<file path="src/common/fpMulPkg.sv">
package fpMulPkg;

	// FP16 layout
	localparam int EXP_W = 5;
	localparam int MAN_W = 10;
	localparam int DATA_W = 1 + EXP_W + MAN_W;
	localparam int BIAS = 15;
	localparam int EXP_MAX = (1 << EXP_W) - 2; // Largest finite biased exponent
	localparam logic [EXP_W-1:0] EXP_ONES = '1; // Inf / NaN exponent
	localparam int PROD_W = 2 * MAN_W + 2; // Product of the two 11-bit significands

	// Vector sizing
	localparam int VEC_DEPTH = 16;
	localparam int IDX_W = 4;
	localparam int LEN_W = 5; // Holds 1..16

	localparam int FLAG_W = 5; // {any, aNan, bNan, aInf, bInf}
	localparam logic [MAN_W-1:0] QNAN_MAN = 10'h200; // Canonical quiet NaN payload

	typedef enum logic [1:0] {
		CMD_WR_A,
		CMD_WR_B,
		CMD_START, // data carries the run length
		CMD_RD
	} hostOp_e;

	typedef enum logic [1:0] {
		IDLE,
		RUN, // Issuing one element per cycle
		DRAIN // Waiting for the pipeline to empty
	} ctrlState_e;

	// One host command
	typedef struct packed {
		hostOp_e op;
		logic [IDX_W-1:0] idx;
		logic [DATA_W-1:0] data;
	} hostCmd_t;

	// Sideband that rides alongside each item in the multiplier
	typedef struct packed {
		logic valid;
		logic [IDX_W-1:0] idx;
	} mulMeta_t;

	typedef struct packed {
		logic valid;
		logic [IDX_W-1:0] idx;
		logic [DATA_W-1:0] a;
		logic [DATA_W-1:0] b;
	} mulIn_t;

	typedef struct packed {
		logic valid;
		logic [IDX_W-1:0] idx;
		logic [DATA_W-1:0] prod;
		logic [FLAG_W-1:0] flags;
	} mulOut_t;

	// Product plus flags, also used inside the multiplier after rounding
	typedef struct packed {
		logic [DATA_W-1:0] prod;
		logic [FLAG_W-1:0] flags;
	} rdResp_t;

endpackage

</file>
<file path="src/fpMult/fpMultPrep.sv">
module fpMultPrep import fpMulPkg::*; (
	input logic clk,
	input logic rst,
	input mulIn_t in,
	output logic sign,
	output logic [EXP_W:0] expSum, // Biased sum, bias removed later
	output logic [PROD_W-1:0] manProd,
	output logic [FLAG_W-1:0] exc,
	output logic zero,
	output mulMeta_t meta
);
	mulMeta_t meta1;
	logic [DATA_W-1:0] a1; // Stage 1 operands
	logic [DATA_W-1:0] b1;
	logic [EXP_W-1:0] expA;
	logic [EXP_W-1:0] expB;
	logic [MAN_W-1:0] manA;
	logic [MAN_W-1:0] manB;
	logic aNan;
	logic bNan;
	logic aInf;
	logic bInf;

	// Stage 1 registers the raw operands
	always_ff @(posedge clk) begin
		if (rst) meta1 <= '0;
		else meta1 <= '{valid: in.valid, idx: in.idx};
	end

	always_ff @(posedge clk) begin
		a1 <= in.a;
		b1 <= in.b;
	end

	// Field split
	assign expA = a1[DATA_W-2 -: EXP_W];
	assign expB = b1[DATA_W-2 -: EXP_W];
	assign manA = a1[MAN_W-1:0];
	assign manB = b1[MAN_W-1:0];

	// Exponent all ones, mantissa decides NaN vs Inf
	assign aNan = (expA == EXP_ONES) && (manA != '0);
	assign bNan = (expB == EXP_ONES) && (manB != '0);
	assign aInf = (expA == EXP_ONES) && (manA == '0);
	assign bInf = (expB == EXP_ONES) && (manB == '0);

	// Stage 2 sideband
	always_ff @(posedge clk) begin
		if (rst) meta <= '0;
		else meta <= meta1;
	end

	// Stage 2 execute
	always_ff @(posedge clk) begin
		sign <= a1[DATA_W-1] ^ b1[DATA_W-1];
		expSum <= expA + expB;
		manProd <= {1'b1, manA} * {1'b1, manB}; // Hidden ones restored
		exc <= {aNan | bNan | aInf | bInf, aNan, bNan, aInf, bInf};
		zero <= (expA == '0) || (expB == '0); // Denormals count as zero
	end

endmodule

</file>
<file path="src/fpMult/fpMultRound.sv">
module fpMultRound import fpMulPkg::*; (
	input logic [PROD_W-1:0] manProd,
	input logic [EXP_W:0] expSum,
	input logic sign,
	input logic [FLAG_W-1:0] exc,
	input logic zero,
	output rdResp_t out
);
	logic top; // Product in [2,4)
	logic [MAN_W-1:0] manNorm;
	logic guard;
	logic sticky;
	logic roundUp;
	logic [MAN_W:0] manRnd; // One extra bit for the round carry
	logic carry;
	logic [EXP_W+1:0] expAdj;
	logic [EXP_W+1:0] expUnb; // Two's complement after bias removal
	logic underflow;
	logic overflow;

	// Normalize on the top product bit
	assign top = manProd[PROD_W-1];
	assign manNorm = top ? manProd[PROD_W-2 -: MAN_W] : manProd[PROD_W-3 -: MAN_W];
	assign guard = top ? manProd[MAN_W] : manProd[MAN_W-1];
	assign sticky = top ? |manProd[MAN_W-1:0] : |manProd[MAN_W-2:0];

	// Nearest even
	assign roundUp = guard & (sticky | manNorm[0]);
	assign manRnd = {1'b0, manNorm} + {{MAN_W{1'b0}}, roundUp};
	assign carry = manRnd[MAN_W]; // All ones rolled over, fraction is already zero

	assign expAdj = {1'b0, expSum} + {{(EXP_W+1){1'b0}}, top} + {{(EXP_W+1){1'b0}}, carry};
	assign expUnb = expAdj - (EXP_W+2)'(BIAS);

	// Range checks on the final exponent
	assign underflow = expUnb[EXP_W+1] || (expUnb == '0);
	assign overflow = !expUnb[EXP_W+1] && (expUnb > (EXP_W+2)'(EXP_MAX));

	always_comb begin
		out.flags = exc; // Flags pass straight through
		if (exc[FLAG_W-1]) begin
			out.prod = {sign, EXP_ONES, QNAN_MAN}; // Any NaN or Inf input
		end else if (zero || underflow) begin
			out.prod = {sign, {(DATA_W-1){1'b0}}}; // Signed zero
		end else if (overflow) begin
			out.prod = {sign, EXP_ONES, {MAN_W{1'b0}}}; // Saturate to Inf
		end else begin
			out.prod = {sign, expUnb[EXP_W-1:0], manRnd[MAN_W-1:0]};
		end
	end

endmodule

</file>
<file path="src/fpMult/fpMult.sv">
module fpMult import fpMulPkg::*; (
	input logic clk,
	input logic rst,
	input mulIn_t in,
	output mulOut_t out
);
	logic sign2;
	logic [EXP_W:0] expSum2;
	logic [PROD_W-1:0] manProd2;
	logic [FLAG_W-1:0] exc2;
	logic zero2;
	mulMeta_t meta2;

	// Stage 3 copy of the execute result
	logic sign3;
	logic [EXP_W:0] expSum3;
	logic [PROD_W-1:0] manProd3;
	logic [FLAG_W-1:0] exc3;
	logic zero3;
	mulMeta_t meta3;

	rdResp_t roundRes;
	rdResp_t res4;
	rdResp_t res5;
	mulMeta_t meta4;
	mulMeta_t meta5;

	fpMultPrep uPrep (
		.clk(clk),
		.rst(rst),
		.in(in),
		.sign(sign2),
		.expSum(expSum2),
		.manProd(manProd2),
		.exc(exc2),
		.zero(zero2),
		.meta(meta2)
	);

	// Valid and index move with the data through stages 3..5
	always_ff @(posedge clk) begin
		if (rst) begin
			meta3 <= '0;
			meta4 <= '0;
			meta5 <= '0;
		end else begin
			meta3 <= meta2;
			meta4 <= meta3;
			meta5 <= meta4;
		end
	end

	always_ff @(posedge clk) begin
		sign3 <= sign2;
		expSum3 <= expSum2;
		manProd3 <= manProd2;
		exc3 <= exc2;
		zero3 <= zero2;
		res4 <= roundRes; // Stage 4 rounded value
		res5 <= res4; // Output register
	end

	fpMultRound uRound (
		.manProd(manProd3),
		.expSum(expSum3),
		.sign(sign3),
		.exc(exc3),
		.zero(zero3),
		.out(roundRes)
	);

	assign out = '{valid: meta5.valid, idx: meta5.idx, prod: res5.prod, flags: res5.flags};

endmodule

</file>
<file path="src/logic/operandBuf.sv">
module operandBuf import fpMulPkg::*; (
	input logic clk,
	input logic wrA,
	input logic wrB,
	input logic [IDX_W-1:0] wrIdx,
	input logic [DATA_W-1:0] wrData,
	input logic rdEn,
	input logic [IDX_W-1:0] rdIdx,
	output logic [DATA_W-1:0] opA,
	output logic [DATA_W-1:0] opB
);
	logic [DATA_W-1:0] memA [VEC_DEPTH];
	logic [DATA_W-1:0] memB [VEC_DEPTH];

	// Host side writes
	always_ff @(posedge clk) begin
		if (wrA) memA[wrIdx] <= wrData;
		if (wrB) memB[wrIdx] <= wrData;
	end

	// Paired read, both vectors at the same index
	always_ff @(posedge clk) begin
		if (rdEn) begin
			opA <= memA[rdIdx];
			opB <= memB[rdIdx];
		end
	end

endmodule

</file>
<file path="src/logic/resultBuf.sv">
module resultBuf import fpMulPkg::*; (
	input logic clk,
	input mulOut_t res,
	input logic rdEn,
	input logic [IDX_W-1:0] rdIdx,
	output rdResp_t rdResp
);
	rdResp_t mem [VEC_DEPTH]; // Product and flags per element

	// Written straight from the multiplier output
	always_ff @(posedge clk) begin
		if (res.valid) mem[res.idx] <= '{prod: res.prod, flags: res.flags};
	end

	// Host read, one cycle latency
	always_ff @(posedge clk) begin
		if (rdEn) rdResp <= mem[rdIdx];
	end

endmodule

</file>
<file path="src/logic/vecCtrl.sv">
module vecCtrl import fpMulPkg::*; (
	input logic clk,
	input logic rst,
	input logic cmdStrobe,
	input hostCmd_t cmd,
	input logic [DATA_W-1:0] opA,
	input logic [DATA_W-1:0] opB,
	input logic retire, // Valid bit at the multiplier output
	output logic wrA,
	output logic wrB,
	output logic [IDX_W-1:0] wrIdx,
	output logic [DATA_W-1:0] wrData,
	output logic bufRdEn,
	output logic [IDX_W-1:0] bufRdIdx,
	output mulIn_t mulIn,
	output logic resRdEn,
	output logic [IDX_W-1:0] resRdIdx,
	output logic rdValid,
	output logic busy,
	output logic done
);
	ctrlState_e state;
	logic [LEN_W-1:0] runLen; // Latched at start
	logic [LEN_W-1:0] startLen;
	logic [LEN_W-1:0] issueCnt;
	logic [LEN_W-1:0] retireCnt;
	logic idle;
	logic startOk;
	logic lastIssue;
	logic lastRetire;
	logic issueVld; // Read enable delayed to match buffer latency
	logic [IDX_W-1:0] issueIdx;

	assign idle = (state == IDLE);
	assign busy = !idle;

	// Host decode, only writes and start are filtered by busy
	assign wrA = cmdStrobe && idle && (cmd.op == CMD_WR_A);
	assign wrB = cmdStrobe && idle && (cmd.op == CMD_WR_B);
	assign wrIdx = cmd.idx;
	assign wrData = cmd.data;
	assign resRdEn = cmdStrobe && (cmd.op == CMD_RD);
	assign resRdIdx = cmd.idx;

	assign startLen = cmd.data[LEN_W-1:0];
	assign startOk = cmdStrobe && idle && (cmd.op == CMD_START) &&
		(startLen != '0) && (startLen <= LEN_W'(VEC_DEPTH)); // Bad lengths dropped

	// Issue one element per cycle while in RUN
	assign bufRdEn = (state == RUN);
	assign bufRdIdx = issueCnt[IDX_W-1:0];
	assign lastIssue = (issueCnt == runLen - 1'b1);
	assign lastRetire = retire && (retireCnt == runLen - 1'b1);

	always_ff @(posedge clk) begin
		if (rst) begin
			state <= IDLE;
			runLen <= '0;
			issueCnt <= '0;
			retireCnt <= '0;
			done <= 1'b0;
		end else begin
			done <= 1'b0; // Single cycle pulse
			case (state)
				IDLE: begin
					if (startOk) begin
						state <= RUN;
						runLen <= startLen;
						issueCnt <= '0;
						retireCnt <= '0;
					end
				end
				RUN: begin
					issueCnt <= issueCnt + 1'b1;
					if (lastIssue) state <= DRAIN;
				end
				DRAIN: ; // Retire logic below ends the run
				default: state <= IDLE;
			endcase
			// Count products leaving the multiplier
			if (!idle && retire) begin
				retireCnt <= retireCnt + 1'b1;
				if (lastRetire) begin
					state <= IDLE;
					done <= 1'b1;
				end
			end
		end
	end

	always_ff @(posedge clk) begin
		if (rst) begin
			issueVld <= 1'b0;
			rdValid <= 1'b0;
		end else begin
			issueVld <= bufRdEn;
			rdValid <= resRdEn; // Lines up with the result buffer read
		end
	end

	always_ff @(posedge clk) issueIdx <= bufRdIdx;

	// Operands arrive one cycle after the read
	assign mulIn = '{valid: issueVld, idx: issueIdx, a: opA, b: opB};

endmodule

</file>
<file path="src/logic/vecMulTop.sv">
module vecMulTop import fpMulPkg::*; (
	input logic clk,
	input logic rst,
	input logic cmdStrobe,
	input hostCmd_t cmd,
	output logic rdValid,
	output rdResp_t rdResp,
	output logic busy,
	output logic done
);
	logic wrA;
	logic wrB;
	logic [IDX_W-1:0] wrIdx;
	logic [DATA_W-1:0] wrData;
	logic bufRdEn;
	logic [IDX_W-1:0] bufRdIdx;
	logic [DATA_W-1:0] opA;
	logic [DATA_W-1:0] opB;
	mulIn_t mulIn;
	mulOut_t mulOut;
	logic resRdEn;
	logic [IDX_W-1:0] resRdIdx;

	vecCtrl uCtrl (
		.clk(clk),
		.rst(rst),
		.cmdStrobe(cmdStrobe),
		.cmd(cmd),
		.opA(opA),
		.opB(opB),
		.retire(mulOut.valid), // Retire count comes from the output valid
		.wrA(wrA),
		.wrB(wrB),
		.wrIdx(wrIdx),
		.wrData(wrData),
		.bufRdEn(bufRdEn),
		.bufRdIdx(bufRdIdx),
		.mulIn(mulIn),
		.resRdEn(resRdEn),
		.resRdIdx(resRdIdx),
		.rdValid(rdValid),
		.busy(busy),
		.done(done)
	);

	operandBuf uOpBuf (
		.clk(clk),
		.wrA(wrA),
		.wrB(wrB),
		.wrIdx(wrIdx),
		.wrData(wrData),
		.rdEn(bufRdEn),
		.rdIdx(bufRdIdx),
		.opA(opA),
		.opB(opB)
	);

	fpMult uMult (
		.clk(clk),
		.rst(rst),
		.in(mulIn),
		.out(mulOut)
	);

	resultBuf uResBuf (
		.clk(clk),
		.res(mulOut),
		.rdEn(resRdEn),
		.rdIdx(resRdIdx),
		.rdResp(rdResp)
	);

endmodule

</file>
<file path="config.mk">
export PLATFORM = sky130hd
export DESIGN_NAME = vecMulTop
export DESIGN_NICKNAME = d
export VERILOG_FILES = /design/src/common/fpMulPkg.sv /design/src/fpMult/fpMultPrep.sv /design/src/fpMult/fpMultRound.sv /design/src/fpMult/fpMult.sv /design/src/logic/operandBuf.sv /design/src/logic/resultBuf.sv /design/src/logic/vecCtrl.sv /design/src/logic/vecMulTop.sv
export SDC_FILE = /design/constraint.sdc
export NUM_CORES = 1
export LEC_CHECK = 0
export BUFFER_PORTS_ARGS = -buffer_cell sky130_fd_sc_hd__buf_2
export CAP_MARGIN = 20
export CORE_UTILIZATION = 50
export CTS_CLUSTER_DIAMETER = 80
export CTS_CLUSTER_SIZE = 25
export DETAILED_ROUTE_END_ITERATION = 10
export GPL_ROUTABILITY_DRIVEN = 0
export HOLD_SLACK_MARGIN = 0.05
export PLACE_DENSITY = 0.72
export SYNTH_ARGS = -nofsm -noshare
export SYNTH_HDL_FRONTEND = slang
export SYNTH_SLANG_ARGS = --single-unit
</file>
<file path="constraint.sdc">
create_clock -name clk -period 8.2 [get_ports clk]
set_input_delay 0.41 -clock clk [delete_from_list [all_inputs] [get_ports clk]]
set_output_delay 0.41 -clock clk [all_outputs]
set_load 0.02 [all_outputs]
</file>
* Word level (Yosys, flattened, before mapping) *
Memory sizes are Yosys's and may differ from the RTL's. A register that Yosys moved wholly into a read port is not among the register bits.
Cells that the tools add are included.

word-level totals
  bits in read-only memories = 0
  logic and storage cells = 127
  memories = 3
  register bits = 193
  bits in writable memories = 848
  input port bits = 25
  latch bits = 0
  output and inout bits = 24

memories
  name         depth  width  rd ports  clocked after memory_dff  wr ports  RTL line          text
  uResBuf.mem  16     21     1         1                         1         resultBuf.sv:8    rdResp_t mem [VEC_DEPTH];
  uOpBuf.memA  16     16     1         1                         1         operandBuf.sv:12  logic [DATA_W-1:0] memA [VEC_DEPTH];
  uOpBuf.memB  16     16     1         1                         1         operandBuf.sv:13  logic [DATA_W-1:0] memB [VEC_DEPTH];

operators by class
  multipliers = 1
  reductions and logical operators = 39
  bitwise logic cells = 7
  mux-type cells = 21
  eq/ne operators = 10
  add/subtract/negate cells = 8
  order comparisons = 2
  shift-type cells = 0
  div/mod/pow operators = 0

operators by type and width
  operator                                                                          number
  15-bit two-way mux                                                                2
  11-bit by 11-bit multiplier with 22-bit output                                    1
  10-bit zero test                                                                  2
  10-bit nonzero test                                                               2
  5-bit two-way mux                                                                 3
  1-bit logical AND                                                                 14
  10-bit by 1-bit adder with 11-bit output                                          1
  5-bit by 1-bit adder with 5-bit output (second input constant)                    2
  5-bit equality test                                                               2
  5-bit equality test (second input constant)                                       2
  5-bit zero test                                                                   2
  10-bit two-way mux                                                                1
  5-bit case mux with 2 select lines                                                1
  10-bit OR reduction                                                               1
  1-bit two-way mux                                                                 9
  9-bit OR reduction                                                                1
  2-bit two-way mux                                                                 4
  6-bit by 1-bit adder with 7-bit output                                            1
  7-bit by 1-bit adder with 7-bit output                                            1
  7-bit by 5-bit greater-than comparator with 1-bit output (second input constant)  1
  7-bit zero test                                                                   1
  7-bit by 4-bit subtractor with 7-bit output (second input constant)               1
  5-bit by 5-bit adder with 6-bit output                                            1
  2-bit equality test (second input constant)                                       3
  other kinds (17)                                                                  29

* Depth between registers and ports, before layout *
Gate-level depths: netlist of the first run.

  depth in word-level cells = 11
  depth in mapped cells = 21
  depth with buffers taken out = 18

* Cells and area by module *
Synthesis of the first run repeated with hierarchy kept, for this count alone.

second synthesis, totals
  cell total of the unflattened synthesis = 2501
  area total of the unflattened synthesis = 44427.6 µm²

by module, submodules not included
  module       area an instance (µm²)  instances  sequential area each (µm²)  cells each
  operandBuf   20255.7                 1          16335.7                     863
  resultBuf    13487.9                 1          10720.3                     557
  fpMultPrep   6013.3                  1          1541.5                      628
  fpMult       1974.4                  1          1841.8                      108
  vecCtrl      1699.1                  1          480.5                       211
  fpMultRound  997.2                   1          0.0                         134

* Worst setup path after synthesis of the first run *
No wires, ideal clock.

  path kind = register -> register
  from = reg uMult.uPrep.a1[8]
  to = reg uMult.uPrep.manProd[21]
  arrival = 4.772 ns
  setup time = 0.123 ns
  period minus slack after synthesis = 4.895 ns
  path slack = 3.305 ns
  cell stages (with the launch flop) = 18
  path buffers = 1
  required time = 8.077 ns
  cells stage by stage = dfxtp_1 clkbuf_1 nand2_1 fa_1 inv_1 fa_1 fa_1 fa_1 inv_1 fa_1 inv_1 ha_1 a21o_1 a31o_1 a221oi_2 o221ai_1 a221oi_2 xnor2_1

between the ends
  longest elaborated chain between the ends = 1

RTL lines
  item                                            RTL line          text
  from (decl)                                     fpMultPrep.sv:13  logic [DATA_W-1:0] a1;
  from (signal assigned)                          fpMultPrep.sv:31  a1 <= in.a;
  11-bit by 11-bit multiplier with 22-bit output  fpMultPrep.sv:57  manProd <= {1'b1, manA} * {1'b1, manB};
  to (signal assigned)                            fpMultPrep.sv:57
  to (decl)                                       fpMultPrep.sv:7   output logic [PROD_W-1:0] manProd,

No other way between the ends.
A chain may end at the register's enable or synchronous reset.

* Final worst setup path of the first run *
  from = reg uMult.uPrep.b1[5]
  to = reg uMult.uPrep.manProd[21]

between the ends
  longest elaborated chain between the ends = 1

RTL lines
  item                                            RTL line          text
  from (decl)                                     fpMultPrep.sv:14  logic [DATA_W-1:0] b1;
  from (signal assigned)                          fpMultPrep.sv:32  b1 <= in.b;
  11-bit by 11-bit multiplier with 22-bit output  fpMultPrep.sv:57

No other way between the ends.

==> results.toml, run 1 <==
[status]
status = "complete, no violations"

[clocking]
root_buffer = "clkbuf_16"
holdBufCountCts = 0
cts_max_level = 2
cts_resized = 0
cts.clk_slew.worst_paths_ns = 0.10
cts_sinks = 1094
cts_tree = "built"
postCtsSetupRepairBufs = 0
cts_buffer_depth = 3
clk_latency_ns = 0.65
cts_buffers = 51

[sta]
post-route-min-period_ns = 5.25
worst_pin_slew_ns = 1.08
fmax_mhz = 190
fin_skew_ns = 0.0396
rsz0062_at_grt = "false"
min_period_over_period = 0.641
slew-limit-headroom = 0.276
hold_viol_final = 0
finalMaxSlewViolations = 0
setup_viol = 0
setup_tns_ns = 0

[die]
io_pins = 49
placementRows = 107
core_mm2 = 0.0855
start_util = 0.507
die_h_um = 296
die-width_um = 296
dieArea_mm2 = 0.0879

[synth]
synth_top_area_frac = 0.624
netlist_instances = 2242
synth_compound_area_frac = 0.0153
synth-main-ff-cell = "edfxtp_1"
syn-cell-area_mm2 = 0.0433
yosysMostFrequentCell = "edfxtp_1"
syn_area_per_cell_um2 = 19.3
ys_ff_latch = 1094
synth.area.top_cells = "edfxtp_1 (62%), mux4_2 (14%), dfxtp_1 (8.9%)"
yosys.cell_types.count = 68
yosys.area_share.simple = 0.0381
yosysSeqAreaShare = 0.714
ys_warn_count = 0
synthAdderAreaFrac = 0.0590
yosysTopAreaCell = "edfxtp_1"
synth_nets = 2422
synth_xor_area_frac = 0.00930
synth_commonest_cells = "edfxtp_1 (901), mux4_2 (265), dfxtp_1 (193)"
muxShareOfSynthArea = 0.142
synth_top_family_by_area = "multiplexers"
async_flop_share = 0
synth_edf_count = 901

[global_route]
grt.busiest_layer = "met2"
met2_usage = 0.350
gr-usage-met1 = 0.257
antenna_found_initial = 8
grt_pass1_vias = 21100
grt_pass1_wl_um = 129000
grt.overflow.total = 0
grt_max_degree = 94
met3_usage = 0.0288
grt_usage = 0.198

[detailed_routing]
routed-via-count = 20000
drc = 0
via_per_inst = 5.71
final_antenna_net_count = 0
first_pass_iters = 5
drtIter0Drc = 1700
wl_per_cell_um = 24.3
wl_um = 84900

[layout]
fin_nets = 2485
finalNonFillerCells = 3495
drive_above_1_share = 0.198
final_design_area_no_fill_mm2 = 0.0467
area_growth_syn_to_layout_pct = 7.74

[place]
dp.cells = 3395
io_buffers = 48
hpwl_um = 51500
place_area_mm2 = 0.0451

[setup_path]
path_cells = "nand2_1, fa_1, fa_1, inv_1, fa_1, fa_1, inv_1, fa_1, inv_1, ha_1, a21o_1, a31o_1, a221oi_2, o221ai_1, a221oi_2, xnor2_1"
cp_common_cell = "fa_1"
worst_path_max_delay_cell = "dfxtp_1"
cp-start-kind = "flop"
critPathMaxStageDelay_ns = 0.62
crit_fanout = 12
arrival_ns = 5.77
cp-end-kind = "flop"
required_ns = 8.71
crit_type = "flop to flop"

[power_and_ir_drop]
ir_drop_mv = 0.278
power_density_mw_per_mm2 = 218
power_leakage_uw = 0.0156

[job]
cap_violations = 0

[hold_path]
min_path_type = "primary input to flop"
[cell families (layout without fill, tap and decap cells)]
kind of cell / Yosys count / after routing
DFF: 1094 / 1094
xor gates and xnor gates: 46 / 46
buffers and inverters: 238 / 344
and+or+nand+nor: 331 / 331
adders and majority gates: 155 / 155
muxes: 281 / 281
AOI/OAI and AO/OA: 97 / 97
other: 0 / 3
[metal layers]
layer	part of all wire	up-vias
li1	-	8724
met1	0.40	10500
met2	0.52	612
met3	0.057	123
met4	0.022	16
met5	0.0013	-
[power by group]
| group | internal, µW | switching, µW | total, µW |
|---|---|---|---|
| clock network | 1290 | 1670 | 2960 |
| registers | 6200 | 141 | 6340 |
| logic | 389 | 487 | 876 |
[worst paths after layout]
path	depth (start not counted)	slack, ns	startpoint	to
worst max register to register	16	2.95	uMult.uPrep.b1[5]	uMult.uPrep.manProd[21]
worst min register to register	0	0.33	uMult.res4[16]	uMult.out[16]
worst min-delay path	1	0.26	cmd[7]	uOpBuf.memB[7][7]
worst max-delay path	16	2.95	uMult.uPrep.b1[5]	uMult.uPrep.manProd[21]
[flip-flops by register name, summed over array words and instances (netlist names), 16 cells and up]
register / count
uMult.manProd3: 22
uMult.uPrep.manProd: 22
uOpBuf.opA: 16
uMult.uPrep.a1: 16
uOpBuf.opB: 16
uResBuf.rdResp: 21
uMult.res4: 21
uOpBuf.memA: 256
uResBuf.mem: 336
uMult.out: 26
uMult.uPrep.b1: 16
uOpBuf.memB: 256
[critical path, delay by kind of cell, from the launching register on]
family	cells	cell delay (ns)
adders and majority gates	6	2.85
AOI/OAI and AO/OA	5	1.25
DFF	1	0.62
and+or+nand+nor	1	0.16
buffers and inverters	3	0.14
xor gates and xnor gates	1	0.11
[area by class of cell]
class,instances,area (µm²)
clock buffer,88,1480
antenna,3,7.51
tap,1144,1430
multi-input combinational,910,11500
timing repair buffer,109,723
fill,6448,38900
inverter,139,522
sequential,1094,30900
clock inverter,8,130
[cells in the final DEF, fill, tap and decap left out, drive strengths merged, types with 4 or more instances in the layout]
master / n
and3: 9
nand2b: 11
xor2: 21
a211oi: 4
clkbuf: 88
clkinv: 4
inv: 142
a21oi: 27
o21a: 4
a21o: 7
nor2b: 41
a311oi: 4
nor3: 14
o21ai: 16
mux4: 265
a31oi: 8
mux2i: 13
nand3: 19
and2: 43
nor2: 90
xnor2: 25
dfxtp: 193
nand2: 77
ha: 73
nor4: 8
a221oi: 5
edfxtp: 901
buf: 109
fa: 82
[through the flow]
stage	utilization	setup WS (ns)	hold WS, ns	power, µW
after floorplan	-	3.30	0.310	7080
after global routing	0.546	2.66	0.263	10600
after detailed placement	0.527	3.00	0.312	7340
after global placement	0.527	3.13	0.310	7310
final	0.546	2.95	0.259	10200
after CTS	0.546	2.94	0.233	10300
No activity file was read; power rests on OpenSTA's default activity.
==> run 2: changes to the inputs <==
clock period = 5.2 ns   (was 8.2 ns; I/O delays follow)
==> results.toml, run 2 (same netlist as run 1, synthesis figures left out) <==
[detailed_routing]
routed-via-count = 20400
via_per_inst = 5.81
drc = 0
wl_um = 86200
final_antenna_net_count = 0
wl_per_cell_um = 24.6
drtIter0Drc = 1878
first_pass_iters = 7

[setup_path]
reg2reg_depth = 17
required_ns = 5.74
crit_type = "flop to flop"
crit_end = "uMult.uPrep.manProd[20]"
reg2reg_slack_ns = 0.15
crit_fanout = 6
cp-start-kind = "flop"
startpoint = "uMult.uPrep.b1[2]"
r2r_start = "uMult.uPrep.b1[2]"
r2r_end = "uMult.uPrep.manProd[20]"
cp-end-kind = "flop"
arrival_ns = 5.59

[power_and_ir_drop]
totalPowerFinal_uw = 16100
ir_drop_mv = 0.267
power_density_mw_per_mm2 = 344
power_leakage_uw = 0.0157

[die]
placementRows = 107
core_mm2 = 0.0855
io_pins = 49
die_h_um = 296
start_util = 0.507
dieArea_mm2 = 0.0879
die-width_um = 296

[layout]
fin_nets = 2498
area_growth_syn_to_layout_pct = 8.12
fillers = 6419
largest_reg_flops = 336
drive_above_1_share = 0.208
mostFrequentLayoutCells = "edfxtp_1 (901), mux4_2 (265), dfxtp_1 (179), inv_1 (138), fa_1 (82)"
top_regs = "uResBuf.mem x336, uOpBuf.memA x256, uOpBuf.memB x256"
final_common_cell = "edfxtp_1"
largest-register = "uResBuf.mem"

[clocking]
clk_latency_ns = 0.63
cts_tree = "built"
cts_sinks = 1094
postCtsSetupRepairBufs = 0
cts.clk_slew.worst_paths_ns = 0.10
cts_resized = 0
cts_buffers = 52
cts_buffer_depth = 3
holdBufCountCts = 0
cts_max_level = 2
root_buffer = "clkbuf_16"

[place]
hpwl_um = 52400
io_buffers = 48
dpl_worst_slack_ns = 0.0561

[global_route]
antenna_found_initial = 8
grt_max_degree = 82
grt.overflow.total = 0
grt_pass1_wl_um = 130000
grt_usage = 0.200
grt_pass1_vias = 21000

[sta]
setup_viol = 0
setup_tns_ns = 0
finalMaxSlewViolations = 0
hold_viol_final = 0
post-route-min-period_ns = 5.05
min_period_over_period = 0.972
fmax_mhz = 198
whs_ns = 0.135
rsz0062_at_grt = "true"
worst_pin_slew_ns = 1.12
timing.final.ws_setup_ns = 0.147
slew-limit-headroom = 0.249
fin_skew_ns = 0.0290

[job]
cap_violations = 0

[hold_path]
min_path_type = "primary input to flop"

[status]
status = "complete, no violations"
[run 2: cell count changes in the layout (fill, tap and decap cells not counted), moves of 2 or more]
| cell | previous run | this run |
|---|---|---|
| buf_4 | 60 | 71 |
| dfxtp_1 | 189 | 179 |
| dfxtp_2 | 2 | 12 |
| buf_12 | 1 | 3 |
| clkinv_8 | 0 | 2 |
| diode_2 | 3 | 1 |
[run 2: layout make-up]
| type | instances | area [µm²] | area share |
|---|---|---|---|
| flip-flops and latches | 1094 | 30900 | 0.660 |
| multi-input cells | 910 | 11500 | 0.245 |
| clock buffers | 89 | 1480 | 0.0316 |
| well taps | 1144 | 1430 | 0.0306 |
| repair buffers | 121 | 835 | 0.0178 |
| inverters | 139 | 522 | 0.0111 |
| clock inverters | 9 | 161 | 0.00345 |
| diodes | 1 | 2.50 | 0.0000534 |
[run 2: metrics by stage]
stage / util / cells / cell area, µm²
floorplan: - / 2242 / 43300
global placement: 0.528 / 3408 / 45200
detailed placement: 0.528 / 3408 / 45200
CTS: 0.547 / 3506 / 46800
global route: 0.548 / 3506 / 46800
finish: 0.548 / 3507 / 46900
[run 2: how the worst min path moves through the flow]
stage	to	slack (ns)	depth (start not counted)	startpoint
global route	uOpBuf.memB[6][9]	0.13	1	cmd[9]
detailed placement	uMult.exc3[3]	0.31	0	uMult.uPrep.exc[3]
global placement	uMult.manProd3[6]	0.31	0	uMult.uPrep.manProd[6]
floorplan	uMult.exc3[0]	0.31	0	uMult.uPrep.exc[0]
finish	uOpBuf.memB[15][9]	0.14	1	cmd[9]
CTS	uOpBuf.memB[15][9]	0.11	1	cmd[9]
[run 2: worst max-delay path: stages (launching register included)]
cell and delay (ns):
dfxtp_1 0.42, buf_4 0.18, inv_1 0.09, fa_1 0.54, inv_1 0.07, fa_1 0.49
fa_1 0.50, fa_1 0.49, inv_1 0.05, fa_1 0.47, inv_1 0.04, ha_1 0.35
and4_1 0.22, and2_1 0.17, a211oi_1 0.23, o31ai_1 0.17, a221oi_2 0.32, xnor2_1 0.16
[run 2: power by group]
group | total, µW | internal (µW) | switching, µW
Combinational | 1410 | 620 | 786
Sequential | 10000 | 9780 | 223
Clock | 4710 | 2040 | 2670
[run 2: routing by layer]
layer  up-vias  share of wire  global-route usage
met5         -        0.00094                   0
met2       710           0.52               0.347
li1       8754              -                   -
met3       142          0.060              0.0286
met1     10800           0.40               0.267
met4        14          0.022              0.0466
==> run 3: changes to the inputs <==
CELL_PAD_IN_SITES_DETAIL_PLACEMENT = 0   (was default)
CELL_PAD_IN_SITES_GLOBAL_PLACEMENT = 1   (was default)
PLACE_DENSITY = 0.8   (was 0.72)
==> results.toml, run 3 (same netlist as run 1, synthesis figures left out) <==
[sta]
min_period_over_period = 0.956
hold_viol_final = 0
timing.final.ws_setup_ns = 0.231
slew-limit-headroom = 0.322
fmax_mhz = 201
fin_skew_ns = 0.0355
post-route-min-period_ns = 4.97
finalMaxSlewViolations = 0
setup_viol = 0
worst_pin_slew_ns = 1.01
rsz0062_at_grt = "false"
setup_tns_ns = 0

[die]
placementRows = 107
dieArea_mm2 = 0.0879
die-width_um = 296
core_mm2 = 0.0855
io_pins = 49
start_util = 0.507
die_h_um = 296

[detailed_routing]
via_per_inst = 5.75
final_antenna_net_count = 0
routed.top_layer = "met5"
wl_met2_um = 42700
wl_met3_um = 4910
first_pass_iters = 5
drtIter0Drc = 1824
drc = 0
met1_length_um = 35500
wl_um = 85200
routed-via-count = 20100
wl_per_cell_um = 24.4

[layout]
area_growth_syn_to_layout_pct = 8.11
fin_nets = 2496
drive_above_1_share = 0.209
mostFrequentLayoutCells = "edfxtp_1 (901), mux4_2 (265), dfxtp_1 (179), inv_1 (138), fa_1 (82)"
largest-register = "uResBuf.mem"
final_common_cell = "edfxtp_1"
top_regs = "uResBuf.mem x336, uOpBuf.memA x256, uOpBuf.memB x256"
largest_reg_flops = 336

[job]
cap_violations = 0

[setup_path]
crit_type = "flop to flop"
cp-end-kind = "flop"
reg2reg_slack_ns = 0.23
crit_fanout = 5
cp-start-kind = "flop"
arrival_ns = 5.48
required_ns = 5.72

[global_route]
grt_max_degree = 100
grt.overflow.total = 0
grt_pass1_vias = 20500
grt_pass1_wl_um = 127000
grt_usage = 0.197
antenna_found_initial = 7

[clocking]
holdBufCountCts = 0
postCtsSetupRepairBufs = 0
cts.clk_slew.worst_paths_ns = 0.09
cts_max_level = 2
cts_buffer_depth = 3
root_buffer = "clkbuf_16"
clk_latency_ns = 0.65
cts_sinks = 1094
cts_buffers = 53
cts_tree = "built"

[status]
status = "complete, no violations"

[place]
io_buffers = 48
hpwl_um = 50700
dpl_worst_slack_ns = 0.129

[hold_path]
min_path_type = "primary input to flop"

[power_and_ir_drop]
ir_drop_mv = 0.272
power_density_mw_per_mm2 = 343
power_leakage_uw = 0.0157
## run 3: changes by cell type in the layout (fill, tap and decap cells not counted), moves of 2 or more
cell      change
nor2_4        +9
clkinv_8      -2
ha_1          -2
ha_2          +2
buf_4         -4
inv_12        +2
clkbuf_1     -11
nor2_2        -9
## run 3: stage by stage
| step | cell area, µm² | total power [µW] | util | std cells | hold slack, ns |
|---|---|---|---|---|---|
| 4_1_cts | 46800 | 16200 | 0.547 | 3492 | 0.0612 |
| 3_3_place_gp | 45200 | 11500 | 0.528 | 3404 | 0.310 |
| 2_1_floorplan | 43300 | 11200 | - | 2242 | 0.310 |
| 3_5_place_dp | 45200 | 11600 | 0.528 | 3404 | 0.312 |
| 5_1_grt | 46800 | 16600 | 0.548 | 3494 | 0.0820 |
| 6_report | 46800 | 16000 | 0.548 | 3494 | 0.105 |
## run 3: path summary, 6_finish.rpt
check | end | from | cells after the start
worst min register to register | uMult.manProd3[18] | uMult.uPrep.manProd[18] | 0
worst max register to register | uMult.uPrep.manProd[21] | uMult.uPrep.a1[7] | 18
worst min-delay path | uOpBuf.memA[12][8] | cmd[8] | 1
worst max-delay path | uMult.uPrep.manProd[21] | uMult.uPrep.a1[7] | 18
## run 3: final cells by class
type / instances / area [µm²]
Tap cell: 1144 / 1430
Clock buffer: 78 / 1430
Timing Repair Buffer: 118 / 825
Antenna cell: 1 / 2.50
Sequential cell: 1094 / 30900
Inverter: 139 / 522
Fill cell: 6395 / 38700
Clock inverter: 10 / 171
Multi-Input combinational cell: 910 / 11500
## run 3: repair_timing
| item | 4_1_cts | 5_1_grt |
|---|---|---|
| hold endpoints to repair | 0 | 0 |
| setup endpoints to repair | 0 | 1 |
| resized for setup | 0 | 14 |
## run 3: worst max-delay path, stage by stage (launching register included)
cell and delay (ns):
dfxtp_1 0.38, nand2_1 0.10, fa_1 0.56, inv_1 0.06
fa_1 0.49, inv_1 0.05, fa_1 0.53, inv_1 0.05
fa_1 0.47, inv_1 0.05, fa_1 0.35, inv_1 0.07
ha_2 0.30, a21o_1 0.21, a31o_1 0.27, a221oi_2 0.31
o221ai_2 0.16, a221oi_2 0.32, xnor2_1 0.11
## run 3: report_power, final
part	internal (µW)	switching (µW)
clock network	1980	2670
registers	9780	215
logic	624	779
total	12400	3660
## run 3: metal layers
metal	vias up	global-route usage
li1	8739	-
met1	10600	0.274
met2	635	0.333
met3	128	0.0227
met4	8	0.0520
met5	-	0
